$ cat src/verilog/trig_pkg.sv
`default_nettype none

package trig_pkg;

	localparam int num_chan = 4;

	typedef enum logic [7:0] {
		OP_READ   = 8'h00,
		OP_CONFIG = 8'h53,
		OP_FIRE   = 8'h5C,
		OP_WRITE  = 8'hA5
	} cmd_op_e;

	typedef enum logic [1:0] {
		TRIG_OFF  = 2'd0,
		TRIG_HIGH = 2'd1, // active-high pulses.
		TRIG_LOW  = 2'd2  // active-low pulses.
	} trig_type_e;

	typedef enum logic [1:0] {
		FIELD_TYPE   = 2'd0,
		FIELD_COUNT  = 2'd1,
		FIELD_VECTOR = 2'd2,
		FIELD_FIRE   = 2'd3
	} reg_field_e;

	typedef enum logic [1:0] {
		COLLECT,
		BUS,
		REPLY
	} parse_state_e;

	typedef struct packed {
		logic cyc;
		logic stb;
		logic we;
		logic [3:0] adr; // channel in [3:2], field in [1:0].
		logic [7:0] dat;
	} wb_req_t;

	typedef struct packed {
		logic ack;
		logic [7:0] dat;
	} wb_rsp_t;

	typedef struct packed {
		trig_type_e trig_type;
		logic [7:0] count;
	} chan_cfg_t;

	typedef logic [num_chan-1:0][7:0] vctr_t;

endpackage

`default_nettype wire
$ cat src/verilog/trig_ctrl_top.sv
`default_nettype none
`timescale 1ns/100ps

module trig_ctrl_top #(
	parameter int clks_per_bit = 1250,
	parameter int pulse_div = 96
) (
	input wire clk,
	input wire nrst,
	input wire rx,
	output logic tx,
	output logic [trig_pkg::num_chan-1:0] trig_out,
	output trig_pkg::vctr_t vctr_out
);

	import trig_pkg::*;

	logic byte_valid;
	logic [7:0] rx_byte;
	wb_req_t wb_req;
	wb_rsp_t wb_rsp;
	logic tx_valid;
	logic [7:0] tx_byte;
	logic tx_ready;
	chan_cfg_t [num_chan-1:0] chan_cfg;
	logic [num_chan-1:0] fire;

	uart_rx #(.clks_per_bit(clks_per_bit)) i_rx (
		.clk(clk),
		.nrst(nrst),
		.rx(rx),
		.byte_valid(byte_valid),
		.rx_byte(rx_byte)
	);

	cmd_parser i_parser (
		.clk(clk),
		.nrst(nrst),
		.byte_valid(byte_valid),
		.rx_byte(rx_byte),
		.wb_req(wb_req),
		.wb_rsp(wb_rsp),
		.tx_valid(tx_valid),
		.tx_byte(tx_byte),
		.tx_ready(tx_ready)
	);

	uart_tx #(.clks_per_bit(clks_per_bit)) i_tx (
		.clk(clk),
		.nrst(nrst),
		.tx_valid(tx_valid),
		.tx_byte(tx_byte),
		.tx_ready(tx_ready),
		.tx(tx)
	);

	trig_regs i_regs (
		.clk(clk),
		.nrst(nrst),
		.wb_req(wb_req),
		.wb_rsp(wb_rsp),
		.chan_cfg(chan_cfg),
		.vctr(vctr_out),
		.fire(fire)
	);

	pulse_gen #(.pulse_div(pulse_div)) i_pulse (
		.clk(clk),
		.nrst(nrst),
		.chan_cfg(chan_cfg),
		.fire(fire),
		.trig_out(trig_out)
	);

endmodule

`default_nettype wire

$ cat src/verilog/pulse_gen.sv
`default_nettype none
`timescale 1ns/100ps

module pulse_gen #(
	parameter int pulse_div = 96
) (
	input wire clk,
	input wire nrst,
	input wire trig_pkg::chan_cfg_t [trig_pkg::num_chan-1:0] chan_cfg,
	input wire [trig_pkg::num_chan-1:0] fire,
	output logic [trig_pkg::num_chan-1:0] trig_out
);

	import trig_pkg::*;

	localparam int div_w = $clog2(pulse_div);

	logic [div_w-1:0] div_cnt;
	logic tick;
	logic [num_chan-1:0] busy;
	logic [3:0] phase [num_chan]; // 0..4 active, 5..8 inactive.
	logic [7:0] remain [num_chan];

	always_ff @(posedge clk or negedge nrst) begin
		if (!nrst) begin
			div_cnt <= '0;
			tick <= 1'b0;
		end else if (div_cnt == div_w'(pulse_div - 1)) begin
			div_cnt <= '0;
			tick <= 1'b1;
		end else begin
			div_cnt <= div_cnt + 1'b1;
			tick <= 1'b0;
		end
	end

	always_ff @(posedge clk or negedge nrst) begin
		if (!nrst) begin
			busy <= '0;
			trig_out <= '0;
			for (int i = 0; i < num_chan; i++) begin
				phase[i] <= '0;
				remain[i] <= '0;
			end
		end else begin
			for (int i = 0; i < num_chan; i++) begin
				if (!busy[i]) begin
					if (fire[i] && chan_cfg[i].trig_type != TRIG_OFF &&
						chan_cfg[i].count != 8'd0) begin
						busy[i] <= 1'b1;
						phase[i] <= 4'd8; // parked, first tick starts pulse one.
						remain[i] <= chan_cfg[i].count;
					end
				end else if (tick) begin
					if (phase[i] != 4'd8) begin
						phase[i] <= phase[i] + 1'b1;
					end else if (remain[i] == 8'd0) begin
						busy[i] <= 1'b0;
					end else begin
						remain[i] <= remain[i] - 1'b1;
						phase[i] <= 4'd0;
					end
				end
				// low type inverts both pulse and rest level
				trig_out[i] <= (busy[i] && phase[i] < 4'd5) ^ (chan_cfg[i].trig_type == TRIG_LOW);
			end
		end
	end

endmodule

`default_nettype wire

$ cat src/verilog/trig_regs.sv
`default_nettype none
`timescale 1ns/100ps

module trig_regs (
	input wire clk,
	input wire nrst,
	input wire trig_pkg::wb_req_t wb_req,
	output trig_pkg::wb_rsp_t wb_rsp,
	output trig_pkg::chan_cfg_t [trig_pkg::num_chan-1:0] chan_cfg,
	output trig_pkg::vctr_t vctr,
	output logic [trig_pkg::num_chan-1:0] fire
);

	import trig_pkg::*;

	logic [1:0] chan;
	reg_field_e field;
	logic req;
	logic ack;

	assign chan = wb_req.adr[3:2];
	assign field = reg_field_e'(wb_req.adr[1:0]);
	assign req = wb_req.cyc & wb_req.stb & ~ack; // new request, not yet acked.

	assign wb_rsp.ack = ack;
	assign wb_rsp.dat = vctr[chan];

	always_ff @(posedge clk or negedge nrst) begin
		if (!nrst) begin
			ack <= 1'b0;
			fire <= '0;
			chan_cfg <= '0;
			vctr <= '0;
		end else begin
			ack <= req;
			fire <= '0;
			if (req && wb_req.we && field == FIELD_FIRE) begin
				fire[chan] <= 1'b1; // lines up with ack.
			end
			if (ack && wb_req.we) begin
				case (field)
					FIELD_TYPE: chan_cfg[chan].trig_type <= trig_type_e'(wb_req.dat[1:0]);
					FIELD_COUNT: chan_cfg[chan].count <= wb_req.dat;
					FIELD_VECTOR: vctr[chan] <= wb_req.dat;
					default: ;
				endcase
			end
		end
	end

endmodule

`default_nettype wire

$ cat src/verilog/cmd_parser.sv
`default_nettype none
`timescale 1ns/100ps

module cmd_parser (
	input wire clk,
	input wire nrst,
	input wire byte_valid,
	input wire [7:0] rx_byte,
	output trig_pkg::wb_req_t wb_req,
	input wire trig_pkg::wb_rsp_t wb_rsp,
	output logic tx_valid,
	output logic [7:0] tx_byte,
	input wire tx_ready
);

	import trig_pkg::*;

	parse_state_e state;
	logic [3:0][7:0] frame; // opcode, channel, arg1, arg2.
	logic [1:0] byte_cnt;
	logic step; // second bus cycle of a CONFIG.
	logic [7:0] rd_data;
	logic [1:0] tx_idx;
	cmd_op_e op;
	logic frame_ok;
	logic last_step;
	reg_field_e req_field;
	logic req_we;
	logic [7:0] req_dat;
	logic [3:0][7:0] reply;

	assign op = cmd_op_e'(frame[0]);
	assign frame_ok = (op inside {OP_READ, OP_CONFIG, OP_FIRE, OP_WRITE}) &&
		(frame[1] < 8'(num_chan)) &&
		(op != OP_CONFIG || frame[2] < 8'd3);
	assign last_step = (op != OP_CONFIG) || step;

	always_comb begin
		req_we = 1'b1;
		req_dat = frame[2];
		req_field = FIELD_VECTOR;
		case (op)
			OP_CONFIG: begin
				req_field = step ? FIELD_COUNT : FIELD_TYPE;
				req_dat = step ? frame[3] : frame[2];
			end
			OP_FIRE: req_field = FIELD_FIRE;
			OP_READ: req_we = 1'b0;
			default: req_field = FIELD_VECTOR;
		endcase
	end

	always_comb begin
		if (!frame_ok) begin
			reply = {4{8'hFF}};
		end else if (op == OP_READ) begin
			reply = {8'h00, rd_data, frame[1], frame[0]};
		end else begin
			reply = frame; // plain echo.
		end
	end

	assign tx_byte = reply[tx_idx];

	always_ff @(posedge clk or negedge nrst) begin
		if (!nrst) begin
			state <= COLLECT;
			byte_cnt <= '0;
			step <= 1'b0;
			tx_idx <= '0;
			tx_valid <= 1'b0;
			wb_req <= '0;
		end else begin
			case (state)
				COLLECT: begin
					if (byte_valid) begin
						byte_cnt <= byte_cnt + 1'b1;
						if (byte_cnt == 2'd3) begin
							state <= BUS;
							step <= 1'b0;
						end
					end
				end
				BUS: begin
					if (!frame_ok) begin
						state <= REPLY; // no bus cycle for a bad frame.
						tx_valid <= 1'b1;
						tx_idx <= '0;
					end else if (!wb_req.cyc) begin
						wb_req.cyc <= 1'b1;
						wb_req.stb <= 1'b1;
						wb_req.we <= req_we;
						wb_req.adr <= {frame[1][1:0], req_field};
						wb_req.dat <= req_dat;
					end else if (wb_rsp.ack) begin
						wb_req.cyc <= 1'b0;
						wb_req.stb <= 1'b0;
						step <= 1'b1;
						if (last_step) begin
							state <= REPLY;
							tx_valid <= 1'b1;
							tx_idx <= '0;
						end
					end
				end
				REPLY: begin
					if (tx_valid && tx_ready) begin
						tx_idx <= tx_idx + 1'b1;
						if (tx_idx == 2'd3) begin
							tx_valid <= 1'b0;
							state <= COLLECT;
						end
					end
				end
				default: state <= COLLECT;
			endcase
		end
	end

	always_ff @(posedge clk) begin
		if (state == COLLECT && byte_valid) begin
			frame[byte_cnt] <= rx_byte;
		end
		if (state == BUS && wb_req.cyc && wb_rsp.ack && !wb_req.we) begin
			rd_data <= wb_rsp.dat; // read data is only valid with ack.
		end
	end

endmodule

`default_nettype wire

$ cat src/verilog/uart_tx.sv
`default_nettype none
`timescale 1ns/100ps

module uart_tx #(
	parameter int clks_per_bit = 1250
) (
	input wire clk,
	input wire nrst,
	input wire tx_valid,
	input wire [7:0] tx_byte,
	output logic tx_ready,
	output logic tx
);

	localparam int cnt_w = $clog2(clks_per_bit);

	logic [9:0] frame_q; // stop, data, start; bit 0 is on the line.
	logic [3:0] bit_idx;
	logic [cnt_w-1:0] cnt;
	logic busy;

	assign tx_ready = ~busy;
	assign tx = frame_q[0];

	always_ff @(posedge clk or negedge nrst) begin
		if (!nrst) begin
			frame_q <= '1;
			bit_idx <= '0;
			cnt <= '0;
			busy <= 1'b0;
		end else if (!busy) begin
			if (tx_valid) begin
				frame_q <= {1'b1, tx_byte, 1'b0};
				bit_idx <= '0;
				cnt <= '0;
				busy <= 1'b1;
			end
		end else if (cnt != cnt_w'(clks_per_bit - 1)) begin
			cnt <= cnt + 1'b1;
		end else begin
			cnt <= '0;
			frame_q <= {1'b1, frame_q[9:1]}; // shift in idle level behind the frame.
			bit_idx <= bit_idx + 1'b1;
			if (bit_idx == 4'd9) begin
				busy <= 1'b0; // stop bit done.
			end
		end
	end

endmodule

`default_nettype wire

$ cat src/verilog/uart_rx.sv
`default_nettype none
`timescale 1ns/100ps

module uart_rx #(
	parameter int clks_per_bit = 1250
) (
	input wire clk,
	input wire nrst,
	input wire rx,
	output logic byte_valid,
	output logic [7:0] rx_byte
);

	localparam int cnt_w = $clog2(clks_per_bit);

	logic [2:0] rx_sync; // two sync flops plus one for edge detect.
	logic rx_s;
	logic start_edge;
	logic active;
	logic [3:0] bit_idx; // 0 start, 1..8 data, 9 stop.
	logic [cnt_w-1:0] cnt;
	logic [7:0] shift_q;
	logic sample;

	assign rx_s = rx_sync[1];
	assign start_edge = rx_sync[2] & ~rx_sync[1];
	assign sample = active && (cnt == '0);
	assign rx_byte = shift_q;

	always_ff @(posedge clk or negedge nrst) begin
		if (!nrst) begin
			rx_sync <= 3'b111;
			active <= 1'b0;
			bit_idx <= '0;
			cnt <= '0;
			byte_valid <= 1'b0;
		end else begin
			rx_sync <= {rx_sync[1:0], rx};
			byte_valid <= 1'b0;
			if (!active) begin
				if (start_edge) begin
					active <= 1'b1;
					bit_idx <= '0;
					cnt <= cnt_w'(clks_per_bit / 2 - 1); // first sample lands mid start bit.
				end
			end else if (cnt != '0) begin
				cnt <= cnt - 1'b1;
			end else begin
				cnt <= cnt_w'(clks_per_bit - 1);
				bit_idx <= bit_idx + 1'b1;
				if (bit_idx == 4'd0 && rx_s) begin
					active <= 1'b0; // line went back high, not a real start.
				end else if (bit_idx == 4'd9) begin
					active <= 1'b0;
					byte_valid <= rx_s; // framing error drops the byte.
				end
			end
		end
	end

	// data bits arrive lsb first
	always_ff @(posedge clk) begin
		if (sample && bit_idx >= 4'd1 && bit_idx <= 4'd8) begin
			shift_q <= {rx_s, shift_q[7:1]};
		end
	end

endmodule

`default_nettype wire

$ cat config.mk
export PLATFORM = sky130hd
export DESIGN_NAME = trig_ctrl_top
export DESIGN_NICKNAME = d
export VERILOG_FILES = /design/src/verilog/trig_pkg.sv /design/src/verilog/trig_ctrl_top.sv /design/src/verilog/pulse_gen.sv /design/src/verilog/trig_regs.sv /design/src/verilog/cmd_parser.sv /design/src/verilog/uart_tx.sv /design/src/verilog/uart_rx.sv
export SDC_FILE = /design/constraint.sdc
export NUM_CORES = 1
export LEC_CHECK = 0
export BUFFER_PORTS_ARGS = -buffer_cell sky130_fd_sc_hd__buf_2
export CORE_MARGIN = 2
export CORE_UTILIZATION = 60
export CTS_CLUSTER_SIZE = 10
export DETAILED_ROUTE_END_ITERATION = 12
export PLACE_DENSITY = 0.87
export SETUP_SLACK_MARGIN = 0.3
export SYNTH_ARGS = -nofsm -noshare
export SYNTH_HDL_FRONTEND = slang
export SYNTH_HIERARCHICAL = 1
export SYNTH_SLANG_ARGS = --single-unit
$ cat constraint.sdc
create_clock -name clk -period 6.1 [get_ports clk]
set_clock_uncertainty 0.2 [all_clocks]
set_input_delay 0.915 -clock clk [delete_from_list [all_inputs] [get_ports clk]]
set_output_delay 0.915 -clock clk [all_outputs]
set_load 0.03 [all_outputs]
**After elaboration in Yosys (flattened, before gate mapping)**

Cells that the tools add are included.

- Word-level logic and storage cells: 368
- Bits in registers: 258
- Output and inout bits: 37
- Input bits: 3

- Add/subtract/negate cells: 15
- Bitwise gates (word level): 11
- Eq/ne operators: 52
- Reductions and logical operators: 79
- $lt $le $gt $ge: 13
- Multiplexer cells: 147

Operator list:

| cell | count |
|---|---|
| two-way mux 8 bit | 27 |
| two-way mux 4 bit | 27 |
| bitwise mux 40 bit | 2 |
| case mux 40 bit (2 select lines) | 1 |
| two-way mux 11 bit | 6 |
| bitwise mux 32 bit | 2 |
| two-way mux 32 bit | 2 |
| two-way mux 1 bit | 48 |
| demux 10 bit (select 2 bit) | 2 |
| zero test 8 bit | 5 |
| two-way mux 10 bit | 4 |
| binary-select mux 8 bit (select 2 bit) | 2 |
| demux 8 bit (select 2 bit) | 2 |
| nonzero test 8 bit | 4 |
| subtractor 8 x 1 -> 8 bit (second input constant) | 4 |
| two-way mux 2 bit | 15 |
| logical AND 1 bit | 28 |
| nonzero test 2 bit | 13 |
| adder 4 x 1 -> 4 bit (second input constant) | 6 |
| inequality test 2 x 1 -> 1 bit (second input constant) | 11 |
| inequality test 2 bit (second input constant) | 11 |
| equality test 2 bit (second input constant) | 9 |
| AND reduction 3 bit | 6 |
| equality test 8 x 7 -> 1 bit (second input constant) | 2 |
| other kinds (40) | 78 |

**Depth between registers and ports, before layout**

Gate-level depths: netlist of run 1.

- Word-level depth: 9
- Mapped depth: 8
- Depth with buffers taken out: 7

**By module**

Netlist of run 1, hierarchy kept.

Modules (own cells, without submodules):

| module | sequential area each (µm²) | area an instance (µm²) | cells an instance | instances |
|---|---|---|---|---|
| pulse_gen | 1601.5 | 4000.1 | 435 | 1 |
| trig_regs | 1926.8 | 3200.6 | 189 | 1 |
| cmd_parser | 1776.7 | 2926.6 | 209 | 1 |
| uart_tx | 636.9 | 1410.1 | 137 | 1 |
| uart_rx | 744.5 | 1308.8 | 117 | 1 |

**Worst setup path after synthesis of run 1**

OpenSTA, ideal clock, no wires.

- Path type: register to register
- Start: reg i_parser.frame (netlist bit i_parser/op[0])
- End: reg, netlist name i_parser/wb_req[0]
- Path buffers: 2
- Slack: 3.470 ns
- Setup time: 0.125 ns
- Arrival: 2.304 ns
- Required time: 5.775 ns
- Cell stages (with the launch flop): 7
- Clock period less this slack: 2.630 ns
- Path through: edfxtp_1 -> or4_1 -> buf_2 -> a21o_4 -> a2111oi_4 -> buf_6 -> mux2_4

- Word-level cells in the longest chain between the ends: 5
- Elaborated cells on any way between the ends: 11
- Those cells by class: 4 x eq/ne; 1 x mux; 6 x reduce/logical

Ends and longest elaborated chain:

| item | line | text |
|---|---|---|
| start, declared | cmd_parser.sv:19 | `logic [3:0][7:0] frame;` |
| start signal, assigned by index | cmd_parser.sv:122 | `frame[byte_cnt] <= rx_byte;` |
| equality test 8 x 7 -> 1 bit (tied with other cells) | cmd_parser.sv:33, cmd_parser.sv:42 |  |
| nonzero test 4 bit | cmd_parser.sv:33 | `assign frame_ok = (op inside {OP_READ, OP_CONFIG, OP_FIRE, OP_WRITE}) &&` |
| logical AND 1 bit | cmd_parser.sv:33 |  |
| logical AND 1 bit | cmd_parser.sv:34 | `(frame[1] < 8'(num_chan)) &&` |
| AND reduction 3 bit (no line) | -- |  |

Parallel ways exist; a longest one is shown, timed or not.
A chain may end at the register's enable or synchronous reset.

**Worst setup path after layout of run 1**

- Start: reg i_parser.frame (netlist bit i_parser/op[0])
- End: reg, netlist name i_parser/wb_req[5]

- Word-level cells in the longest chain between the ends: 5
- Elaborated cells on any way between the ends: 11
- Those cells by class: 4 x eq/ne; 1 x mux; 6 x reduce/logical

Ends and longest elaborated chain:

| item | line |
|---|---|
| equality test 8 x 7 -> 1 bit (tied with other cells) | cmd_parser.sv:33, cmd_parser.sv:42 |
| nonzero test 4 bit | cmd_parser.sv:33 |
| logical AND 1 bit | cmd_parser.sv:33 |
| logical AND 1 bit | cmd_parser.sv:34 |
| AND reduction 3 bit (no line) | -- |

Parallel ways exist; a longest one is shown, timed or not.

==> flow_metrics.env, run 1 <==
export IMPL_reg2reg_slack_ns=2.80
export IMPL_worst_pin_slew_ns=1.239
export IMPL_setup_tns_ns=0
export IMPL_cts_clk_slew_worst_paths_ns=0.06
export IMPL_rows=53
export IMPL_detail_route_iter0_violations=810
export IMPL_r2r_start="i_parser/op[0]$_DFFE_PP_"
export IMPL_hold_depth=0
export IMPL_path_delay_family="compound AO/OA/AOI/OAI gates"
export IMPL_clk_path_buf_depth=3
export IMPL_die_area_um2=22600
export IMPL_yosysWarnings=6
export IMPL_seq_area_frac_synth_pct=52.05
export IMPL_hold_class="reg2reg"
export IMPL_gp_congestion=0.8702
export IMPL_drive_above_1_share_pct=22.36
export IMPL_crit_slowest_cell="a2111oi_4"
export IMPL_status="finished, final reports clean"
export IMPL_grt_max_degree=97
export IMPL_grt_overflow_total=0
export IMPL_vias=9231
export IMPL_slew_viol_final=0
export IMPL_synth_edf_count=48
export IMPL_routed_wl_mm=29.06
export IMPL_drt_first_pass_iters=5
export IMPL_vdd_drop_max_uv=248.0
export IMPL_critPathMaxFanout=15
export IMPL_routedWlPerCell_um=20.59
export IMPL_start_kind="flop"
export IMPL_die_w_um=150.3
export IMPL_clk_root_buffer_cell="clkbuf_16"
export IMPL_cts_resized=0
export IMPL_min_delay_start="i_rx/rx_sync[0]$_DFF_PN1_"
export IMPL_dp_cells=1364
export IMPL_synth_nets=1121
export IMPL_syn_to_final_growth_pct=9.233
export IMPL_synthDistinctLibCells=105
export IMPL_cts_tree="built"
export IMPL_avgSynthCellArea_um2=11.82
export IMPL_start_util_pct=61.11
export IMPL_layout_commonest_cell="dfrtp_1"
export IMPL_finalCriticalPeriod_ns=3.303
export IMPL_setup_viol=0
export IMPL_async_flop_share_pct=81.32
export IMPL_ys_ff_latch=257
export IMPL_power_density_nw_per_um2=254.1
export IMPL_maxCapViolCount=0
export IMPL_critical_path_max_stage_delay_ns=1.10
export IMPL_htreeDepth=1
export IMPL_antenna_found_initial=0
export IMPL_antenna_cells=0
export IMPL_drc_errors=0
export IMPL_cts_sinks=257
export IMPL_period_share_pct=54.15
export IMPL_fmax_ghz=0.3027
export IMPL_cts_hold_fix_buffers=0
export IMPL_port_buffers=39
export IMPL_synth_ff_type="dfrtp_1"
export IMPL_clkLatencyLatePin_ns=0.54
export IMPL_reg2reg_depth=4
export IMPL_most_common_layout_cells="dfrtp_1, nand2_1, mux2_2"
export IMPL_path_buf_inv=0
export IMPL_path_class="reg2reg"
export IMPL_syn_area_um2=12850
export IMPL_startpoint="i_parser/op[0]$_DFFE_PP_"
export IMPL_path_cells="or4_1 > a21o_4 > a2111oi_4 > mux2_2"
export IMPL_hold_viol_final=0
export IMPL_fin_hold_ws_ns=0.1556
export IMPL_grt_pass1_wl_mm=47.44
export IMPL_first_global_vias=9156
export IMPL_io_pins=40
export IMPL_required_ns=6.32
export IMPL_cts_setup_buffers=0
export IMPL_end_kind="flop"
export IMPL_fin_nets=1155
export IMPL_track_usage_pct=26.21
export IMPL_timing_rr_end="i_parser/wb_req[5]$_DFFE_PN0P_"
export IMPL_crit_arrival_ns=3.52
export IMPL_netlist_instances=1087
export IMPL_viasPerCell=6.542
export IMPL_cts_buffers_inserted=30
export IMPL_core_area_um2=21020
export IMPL_p_leak_uw=0.006233
export IMPL_instances_no_fill=1411
export IMPL_slew_headroom_pct=17.38
export IMPL_die_h_um=150.3
export IMPL_whs_endpoint="i_rx/rx_sync[1]$_DFF_PN1_"
export IMPL_rsz0062_at_grt="false"
export IMPL_dpl_hpwl_mm=18.89
export IMPL_ant_nets=0
## flip-flops by register name, summed over array words and instances, names as in the netlist, 9 cells and up
name             cells
i_parser/wb_req     15
i_tx/frame_q         9
i_regs/chan_cfg     40
i_regs/vctr         32
i_parser/frame      24
i_pulse/phase       16
i_rx/cnt            11
i_tx/cnt            11
i_pulse/remain      32
## cell families (layout without fill, tap and decap cells)
| kind of cell | count (synthesis) | after routing | share of synthesized area [%] |
|---|---|---|---|
| compound gates | 227 | 227 | 13.29 |
| simple gates | 341 | 341 | 14.98 |
| mux | 127 | 127 | 12.31 |
| fa+ha+maj | 31 | 31 | 3.019 |
| flops | 257 | 257 | 52.05 |
| buf+inv | 91 | 140 | 3.468 |
| xor+xnor | 13 | 13 | 0.8863 |
## layer usage
layer | global-route usage, % | wire length (um) | vias up
li1 | - | - | 4148
met1 | 34.74 | 11990 | 4659
met2 | 43.89 | 14320 | 364
met3 | 5.212 | 2042 | 60
met4 | 8.066 | 700 | 0
met5 | 0 | 0 | -
## how the worst max path moves through the flow
stage | to | slack [ns] | cells past startpoint
after detailed placement | i_parser/wb_req[7]$_DFFE_PN0P_ | 2.91 | 4
final | i_parser/wb_req[5]$_DFFE_PN0P_ | 2.80 | 4
after global routing | i_parser/wb_req[7]$_DFFE_PN0P_ | 2.67 | 4
after floorplan | i_parser/wb_req[0]$_DFFE_PN0P_ | 3.47 | 6
after CTS | i_parser/wb_req[5]$_DFFE_PN0P_ | 2.83 | 4
after global placement | i_parser/wb_req[7]$_DFFE_PN0P_ | 3.02 | 4
## power by group
| group | internal [uW] | switching, uW |
|---|---|---|
| sequential | 1780 | 42.3 |
| clock | 951 | 643 |
| combinational | 54.6 | 94.1 |
## synthesized netlist by cell type (12+ instances only)
cell type  count  share of area [%]
dfrtp_1      197                 38
nand2_1       77                2.2
mux2_2        72                6.3
nor2_1        56                1.6
inv_1         50                1.5
edfxtp_1      48                 11
o21ai_0       48                1.9
nand3_1       37                1.4
ha_1          31                3.0
a21oi_1       28                1.1
mux2_4        23                2.7
nor3_1        22               0.86
mux2i_1       20                1.6
nand2b_1      19               0.93
o22ai_1       16               0.78
or2_2         14               0.68
clkbuf_1      13               0.38
nand4_1       13               0.63
a31oi_1       12               0.58
dfstp_2       12                2.5
or4_1         12               0.70
## stage by stage
stage	area, um2	total power, uW	util (%)	worst slack, ns
floorplan	12850	1940	-	3.470
global placement	13160	1987	62.60	3.021
detailed placement	13160	2000	62.60	2.905
CTS	14030	3595	66.73	2.825
global route	14030	3686	66.75	2.668
finish	14030	3566	66.75	2.797
## worst reg2reg max path, stage by stage (launching register included)
cell and delay [ns]:
edfxtp_1 0.46, or4_1 0.70, a21o_4 0.29, a2111oi_4 1.10, mux2_2 0.44
## layout make-up
class                      count  area [um2]
clock buffer                  45       858.3
clock inverter                 2       10.01
fill                        1409        6989
inverter                      52       195.2
multi-input combinational    739        5719
sequential                   257        6686
tap                          275       344.1
timing repair buffer          41       219.0
(Power assumes the default switching activity.)
==> run 2, diff against run 1 <==
- clock period: 6.1 -> 3.25 ns (I/O delays scaled with it)
==> flow_metrics.env, run 2 (synthesized netlist as in run 1, its figures left out) <==
export IMPL_status="finished, final reports clean"
export IMPL_detail_route_iter0_violations=935
export IMPL_ant_nets=0
export IMPL_hold_class="reg2reg"
export IMPL_period_share_pct=84.59
export IMPL_die_h_um=150.3
export IMPL_clk_root_buffer_cell="clkbuf_16"
export IMPL_drc_errors=0
export IMPL_clk_path_buf_depth=3
export IMPL_viasPerCell=6.550
export IMPL_cp_num_cells=5
export IMPL_placed_cell_area_um2=13260
export IMPL_routed_wl_mm=28.97
export IMPL_nFillCells=1401
export IMPL_power_density_nw_per_um2=478.7
export IMPL_p_total_uw=6791
export IMPL_grt_pass1_wl_mm=48.09
export IMPL_dpl_hpwl_mm=18.60
export IMPL_syn_to_final_growth_pct=10.44
export IMPL_grt_overflow_total=0
export IMPL_cts_buffers_inserted=30
export IMPL_routedWlPerCell_um=20.23
export IMPL_gp_congestion=0.9072
export IMPL_antenna_cells=0
export IMPL_first_global_vias=9115
export IMPL_top_register="i_regs/chan_cfg"
export IMPL_core_area_um2=21020
export IMPL_largest_register_ffs=40
export IMPL_crit_arrival_ns=2.98
export IMPL_htreeDepth=1
export IMPL_die_w_um=150.3
export IMPL_crit_slowest_cell="or4_1"
export IMPL_p_leak_uw=0.006310
export IMPL_timing_rr_end="i_parser/wb_req[7]$_DFFE_PN0P_"
export IMPL_required_ns=3.48
export IMPL_worst_pin_slew_ns=0.8828
export IMPL_drive_above_1_share_pct=22.64
export IMPL_endpoint="i_parser/wb_req[7]$_DFFE_PN0P_"
export IMPL_cts_tree="built"
export IMPL_antenna_found_initial=0
export IMPL_setup_tns_ns=0
export IMPL_critical_path_max_stage_delay_ns=0.67
export IMPL_setup_viol=0
export IMPL_slew_viol_final=0
export IMPL_reg2reg_depth=5
export IMPL_startpoint="i_parser/op[0]$_DFFE_PP_"
export IMPL_clkLatencyLatePin_ns=0.54
export IMPL_critPathMaxFanout=15
export IMPL_most_common_layout_cells="dfrtp_1, nand2_1, mux2_2"
export IMPL_cts_clk_slew_worst_paths_ns=0.06
export IMPL_layout_commonest_cell="dfrtp_1"
export IMPL_path_cells="or4_1 > a21o_4 > a2111oi_4 > buf_4 > mux2_2"
export IMPL_top_regs="i_regs/chan_cfg (40), i_pulse/remain (32), i_regs/vctr (32)"
export IMPL_vdd_drop_max_uv=525.5
export IMPL_design_area_um2=14190
export IMPL_maxCapViolCount=0
export IMPL_start_kind="flop"
export IMPL_finalCriticalPeriod_ns=2.749
export IMPL_rows=53
export IMPL_slew_headroom_pct=41.15
export IMPL_reg2reg_slack_ns=0.50
export IMPL_hold_viol_final=0
export IMPL_fmax_ghz=0.3638
export IMPL_r2r_start="i_parser/op[0]$_DFFE_PP_"
export IMPL_port_buffers=39
export IMPL_path_buf_inv=1
export IMPL_end_kind="flop"
export IMPL_die_area_um2=22600
export IMPL_final_util_pct=67.49
export IMPL_path_delay_family="simple AND/OR/NAND/NOR gates"
export IMPL_cts_sinks=257
export IMPL_io_pins=40
export IMPL_track_usage_pct=26.49
export IMPL_path_class="reg2reg"
export IMPL_start_util_pct=61.11
export IMPL_rsz0062_at_grt="false"
export IMPL_fin_nets=1167
export IMPL_grt_max_degree=88
export IMPL_drt_first_pass_iters=5
export IMPL_vias=9379
==> run 2: final cells by class <==
class                      instances  area, um2  area share, %
clock buffer                      55      895.9          6.314
sequential                       257       6686          47.13
multi-input combinational        739       5722          40.33
tap                              275      344.1          2.425
timing repair buffer              53      339.1          2.390
inverter                          52      195.2          1.376
clock inverter                     1      5.005        0.03528
==> run 2: how the worst min path moves through the flow <==
stage	from	end	slack (ns)	cells past startpoint
floorplan	nrst	i_parser/byte_cnt[0]$_DFFE_PN0P_	-0.008	0
global placement	i_rx/rx_sync[0]$_DFF_PN1_	i_rx/rx_sync[1]$_DFF_PN1_	0.15	0
detailed placement	i_rx/rx_sync[0]$_DFF_PN1_	i_rx/rx_sync[1]$_DFF_PN1_	0.15	0
CTS	i_rx/rx_sync[0]$_DFF_PN1_	i_rx/rx_sync[1]$_DFF_PN1_	0.15	0
global route	i_rx/rx_sync[0]$_DFF_PN1_	i_rx/rx_sync[1]$_DFF_PN1_	0.16	0
finish	i_rx/rx_sync[0]$_DFF_PN1_	i_rx/rx_sync[1]$_DFF_PN1_	0.15	0
==> run 2: layer usage <==
layer	wire length, um	track usage (%)	part of all wire (%)	vias up
li1	-	-	-	4175
met1	11990	36.85	41	4653
met2	14010	43.50	48	470
met3	2102	3.909	7.3	81
met4	869	8.019	3.0	0
met5	0	0	0	-
==> run 2: worst register-to-register path: stages, from the launching register on <==
cell	delay, ns
edfxtp_1	0.44
or4_1	0.67
a21o_4	0.29
a2111oi_4	0.34
buf_4	0.32
mux2_2	0.39
==> run 2: where the power goes <==
group	leakage, uW	internal, uW	switching [uW]
Clock	0.000432	1830	1230
Combinational	0.00263	115	185
Sequential	0.00325	3340	83.5
Total	0.00631	5290	1500
==> run 2: stage by stage <==
step	setup WS [ns]	hold WS (ns)	instances
6_report	0.5009	0.1549	1432
5_1_grt	0.4386	0.1619	1432
4_1_cts	0.4787	0.1544	1432
3_5_place_dp	0.4929	0.1469	1374
3_3_place_gp	0.5994	0.1454	1374
2_1_floorplan	0.6205	-0.008091	1087
==> run 2: timing repair <==
item / CTS / global route
endpoints found under the hold margin: 81 / 0
hold buffers: 2 / 0
setup buffers: 0 / 0
gates resized for setup: 0 / 1
endpoints found under the setup margin: 0 / 1
==> run 3, diff against run 2 <==
- ABC_AREA: default -> 1
- clock period: 3.25 -> 2.71 ns (I/O delays scaled with it)
==> flow_metrics.env, run 3 <==
export IMPL_slew_headroom_pct=40.94
export IMPL_layout_commonest_cell="nand2_1"
export IMPL_fmax_ghz=0.4404
export IMPL_critPathMaxFanout=18
export IMPL_setup_viol=0
export IMPL_netlist_instances=1690
export IMPL_clk_path_buf_depth=3
export IMPL_rows=54
export IMPL_finalCriticalPeriod_ns=2.271
export IMPL_min_delay_start="i_rx/rx_sync[0]$_DFF_PN1_"
export IMPL_vdd_drop_max_uv=476.9
export IMPL_p_total_uw=8098
export IMPL_dp_cells=1976
export IMPL_crit_slowest_cell="dfrtp_1"
export IMPL_synth_most_common_cell="nand2_1"
export IMPL_io_pins=40
export IMPL_synth_top_area_share_pct=36.43
export IMPL_critical_path_max_stage_delay_ns=0.70
export IMPL_largest_register_ffs=40
export IMPL_reg2reg_slack_ns=0.44
export IMPL_cts_buffers_inserted=30
export IMPL_timing_rr_end="i_tx/frame_q[8]$_DFFE_PN1P_"
export IMPL_routedWlPerCell_um=15.15
export IMPL_cp_num_cells=6
export IMPL_whs_endpoint="i_rx/rx_sync[1]$_DFF_PN1_"
export IMPL_cts_tree="built"
export IMPL_clkLatencyLatePin_ns=0.56
export IMPL_instances_no_fill=2030
export IMPL_synth_edf_count=48
export IMPL_final_util_pct=67.74
export IMPL_r2r_start="i_parser/tx_idx[0]$_DFFE_PN0P_"
export IMPL_htreeDepth=1
export IMPL_path_cells="inv_1 > o211ai_1 > nand3_1 > or2_2 > nand3_1 > nand2_1"
export IMPL_vias=11399
export IMPL_cts_sinks=257
export IMPL_async_flop_share_pct=81.32
export IMPL_antenna_found_initial=0
export IMPL_die_h_um=154.2
export IMPL_dpl_hpwl_mm=21.17
export IMPL_top_regs="i_regs/chan_cfg (40), i_pulse/remain (32), i_regs/vctr (32)"
export IMPL_grt_pass1_wl_mm=52.08
export IMPL_hold_class="reg2reg"
export IMPL_die_w_um=154.2
export IMPL_slew_viol_final=0
export IMPL_track_usage_pct=26.44
export IMPL_cpMostUsedCell="nand3_1"
export IMPL_first_global_vias=11112
export IMPL_antenna_cells=0
export IMPL_yosysWarnings=6
export IMPL_period_share_pct=83.78
export IMPL_synth_ff_type="dfrtp_1"
export IMPL_port_buffers=39
export IMPL_yosys_area_top_type="dfrtp_1"
export IMPL_routed_wl_mm=30.76
export IMPL_start_kind="flop"
export IMPL_top_register="i_regs/chan_cfg"
export IMPL_end_kind="flop"
export IMPL_drive_above_1_share_pct=12.29
export IMPL_syn_area_um2=13530
export IMPL_synth_commonest_cells="nand2_1, dfrtp_1, nand3_1"
export IMPL_hold_depth=0
export IMPL_grt_overflow_total=0
export IMPL_drt_first_pass_iters=8
export IMPL_yosys_top_cells_area="dfrtp_1, nand2_1, edfxtp_1"
export IMPL_syn_to_final_growth_pct=9.920
export IMPL_start_util_pct=61.63
export IMPL_core_area_um2=21960
export IMPL_seq_area_frac_synth_pct=49.41
export IMPL_path_buf_inv=1
export IMPL_p_leak_uw=0.007479
export IMPL_avgSynthCellArea_um2=8.008
export IMPL_ys_ff_latch=257
export IMPL_cts_clk_slew_worst_paths_ns=0.06
export IMPL_grt_max_degree=65
export IMPL_viasPerCell=5.615
export IMPL_synth_nets=1724
export IMPL_setup_tns_ns=0
export IMPL_fin_nets=1767
export IMPL_worst_pin_slew_ns=0.8827
export IMPL_power_density_nw_per_um2=544.4
export IMPL_gp_congestion=0.9128
export IMPL_status="finished, final reports clean"
export IMPL_post_place_ws_ns=0.4931
export IMPL_detail_route_iter0_violations=990
export IMPL_path_delay_family="flip-flops"
export IMPL_hold_viol_final=0
export IMPL_rsz0062_at_grt="false"
export IMPL_drc_errors=0
export IMPL_clk_root_buffer_cell="clkbuf_16"
export IMPL_most_common_layout_cells="nand2_1, dfrtp_1, nand3_1"
export IMPL_synthDistinctLibCells=47
export IMPL_path_class="reg2reg"
export IMPL_required_ns=3.00
export IMPL_maxCapViolCount=0
export IMPL_ant_nets=0
export IMPL_worst_slack_ns=0.4395
export IMPL_crit_arrival_ns=2.56
export IMPL_die_area_um2=23770
export IMPL_reg2reg_depth=6
[run 3: cell count changes after synthesis, moves of 17 or more]
cell      previous run  this run
a21oi_1             28        11
inv_1               50       148
inv_2                0        21
mux2_2              72         0
mux2_4              23         0
mux2i_1             20         0
nand2_1             77       610
nand2_2              1        24
nand2b_1            19         0
nand3_1             37       182
nor2_1              56       121
[run 3: worst max path at each step]
stage	from	endpoint	slack [ns]
floorplan	i_rx/cnt[0]$_DFFE_PN0P_	i_rx/rx_byte[0]$_DFFE_PP_	0.54
CTS	i_parser/op[2]$_DFFE_PP_	i_tx/frame_q[8]$_DFFE_PN1P_	0.49
detailed placement	i_parser/op[2]$_DFFE_PP_	i_tx/frame_q[8]$_DFFE_PN1P_	0.49
global route	i_parser/tx_idx[0]$_DFFE_PN0P_	i_tx/frame_q[8]$_DFFE_PN1P_	0.32
global placement	i_parser/op[2]$_DFFE_PP_	i_tx/frame_q[8]$_DFFE_PN1P_	0.63
finish	i_parser/tx_idx[0]$_DFFE_PN0P_	i_tx/frame_q[8]$_DFFE_PN1P_	0.44
[run 3: final cells by class]
type,count,area (um2)
Sequential cell,257,6686
Multi-Input combinational cell,1213,5931
Clock inverter,2,23.77
Tap cell,280,350.3
Timing Repair inverter,1,7.507
Timing Repair Buffer,59,396.6
Clock buffer,47,834.6
Inverter,171,645.6
Fill cell,1659,7083
[run 3: worst register-to-register path: cells and delay by family (launching register included)]
family,cells,cell delay (ns)
buffers and inverters,1,0.38
AO/OA/AOI/OAI,1,0.36
flip-flops,1,0.70
AND/OR/NAND/NOR,4,0.56
[run 3: stage by stage]
step | hold WS, ns | cell area, um2
finish | 0.1550 | 14880
global route | 0.1620 | 14880
CTS | 0.1566 | 14840
detailed placement | 0.1488 | 13960
global placement | 0.1469 | 13960
floorplan | -0.08909 | 13530
[run 3: what timing repair did]
| action | in CTS | in global routing |
|---|---|---|
| hold endpoints to repair | 62 | 0 |
| setup buffers | 0 | 2 |
| setup endpoints to repair | 0 | 1 |
| resized for setup | 0 | 4 |
| hold buffers | 2 | 0 |
[run 3: cell families (layout without fill, tap and decap cells)]
group | count (synthesis) | count (layout) | synth area share (%)
simple gates | 1036 | 1036 | 33.89
compound gates | 121 | 121 | 5.399
fa+ha+maj | 31 | 31 | 2.866
flops | 257 | 257 | 49.41
xor+xnor | 25 | 25 | 1.618
buf+inv | 220 | 280 | 6.823
[run 3: where the power goes]
part	total, uW	leakage, uW	switching (uW)	internal [uW]
registers	4110	0.00325	94.9	4010
clock network	3590	0.000409	1510	2080
logic	401	0.00382	254	147
[run 3: routing by layer]
layer  track usage, %  up-vias  routed length (um)
li1                 -     5495                   -
met1            34.58     5376               12490
met2            44.74      407               14870
met3            3.390      121                1949
met4            11.39        0                1455
met5                0        -                   0
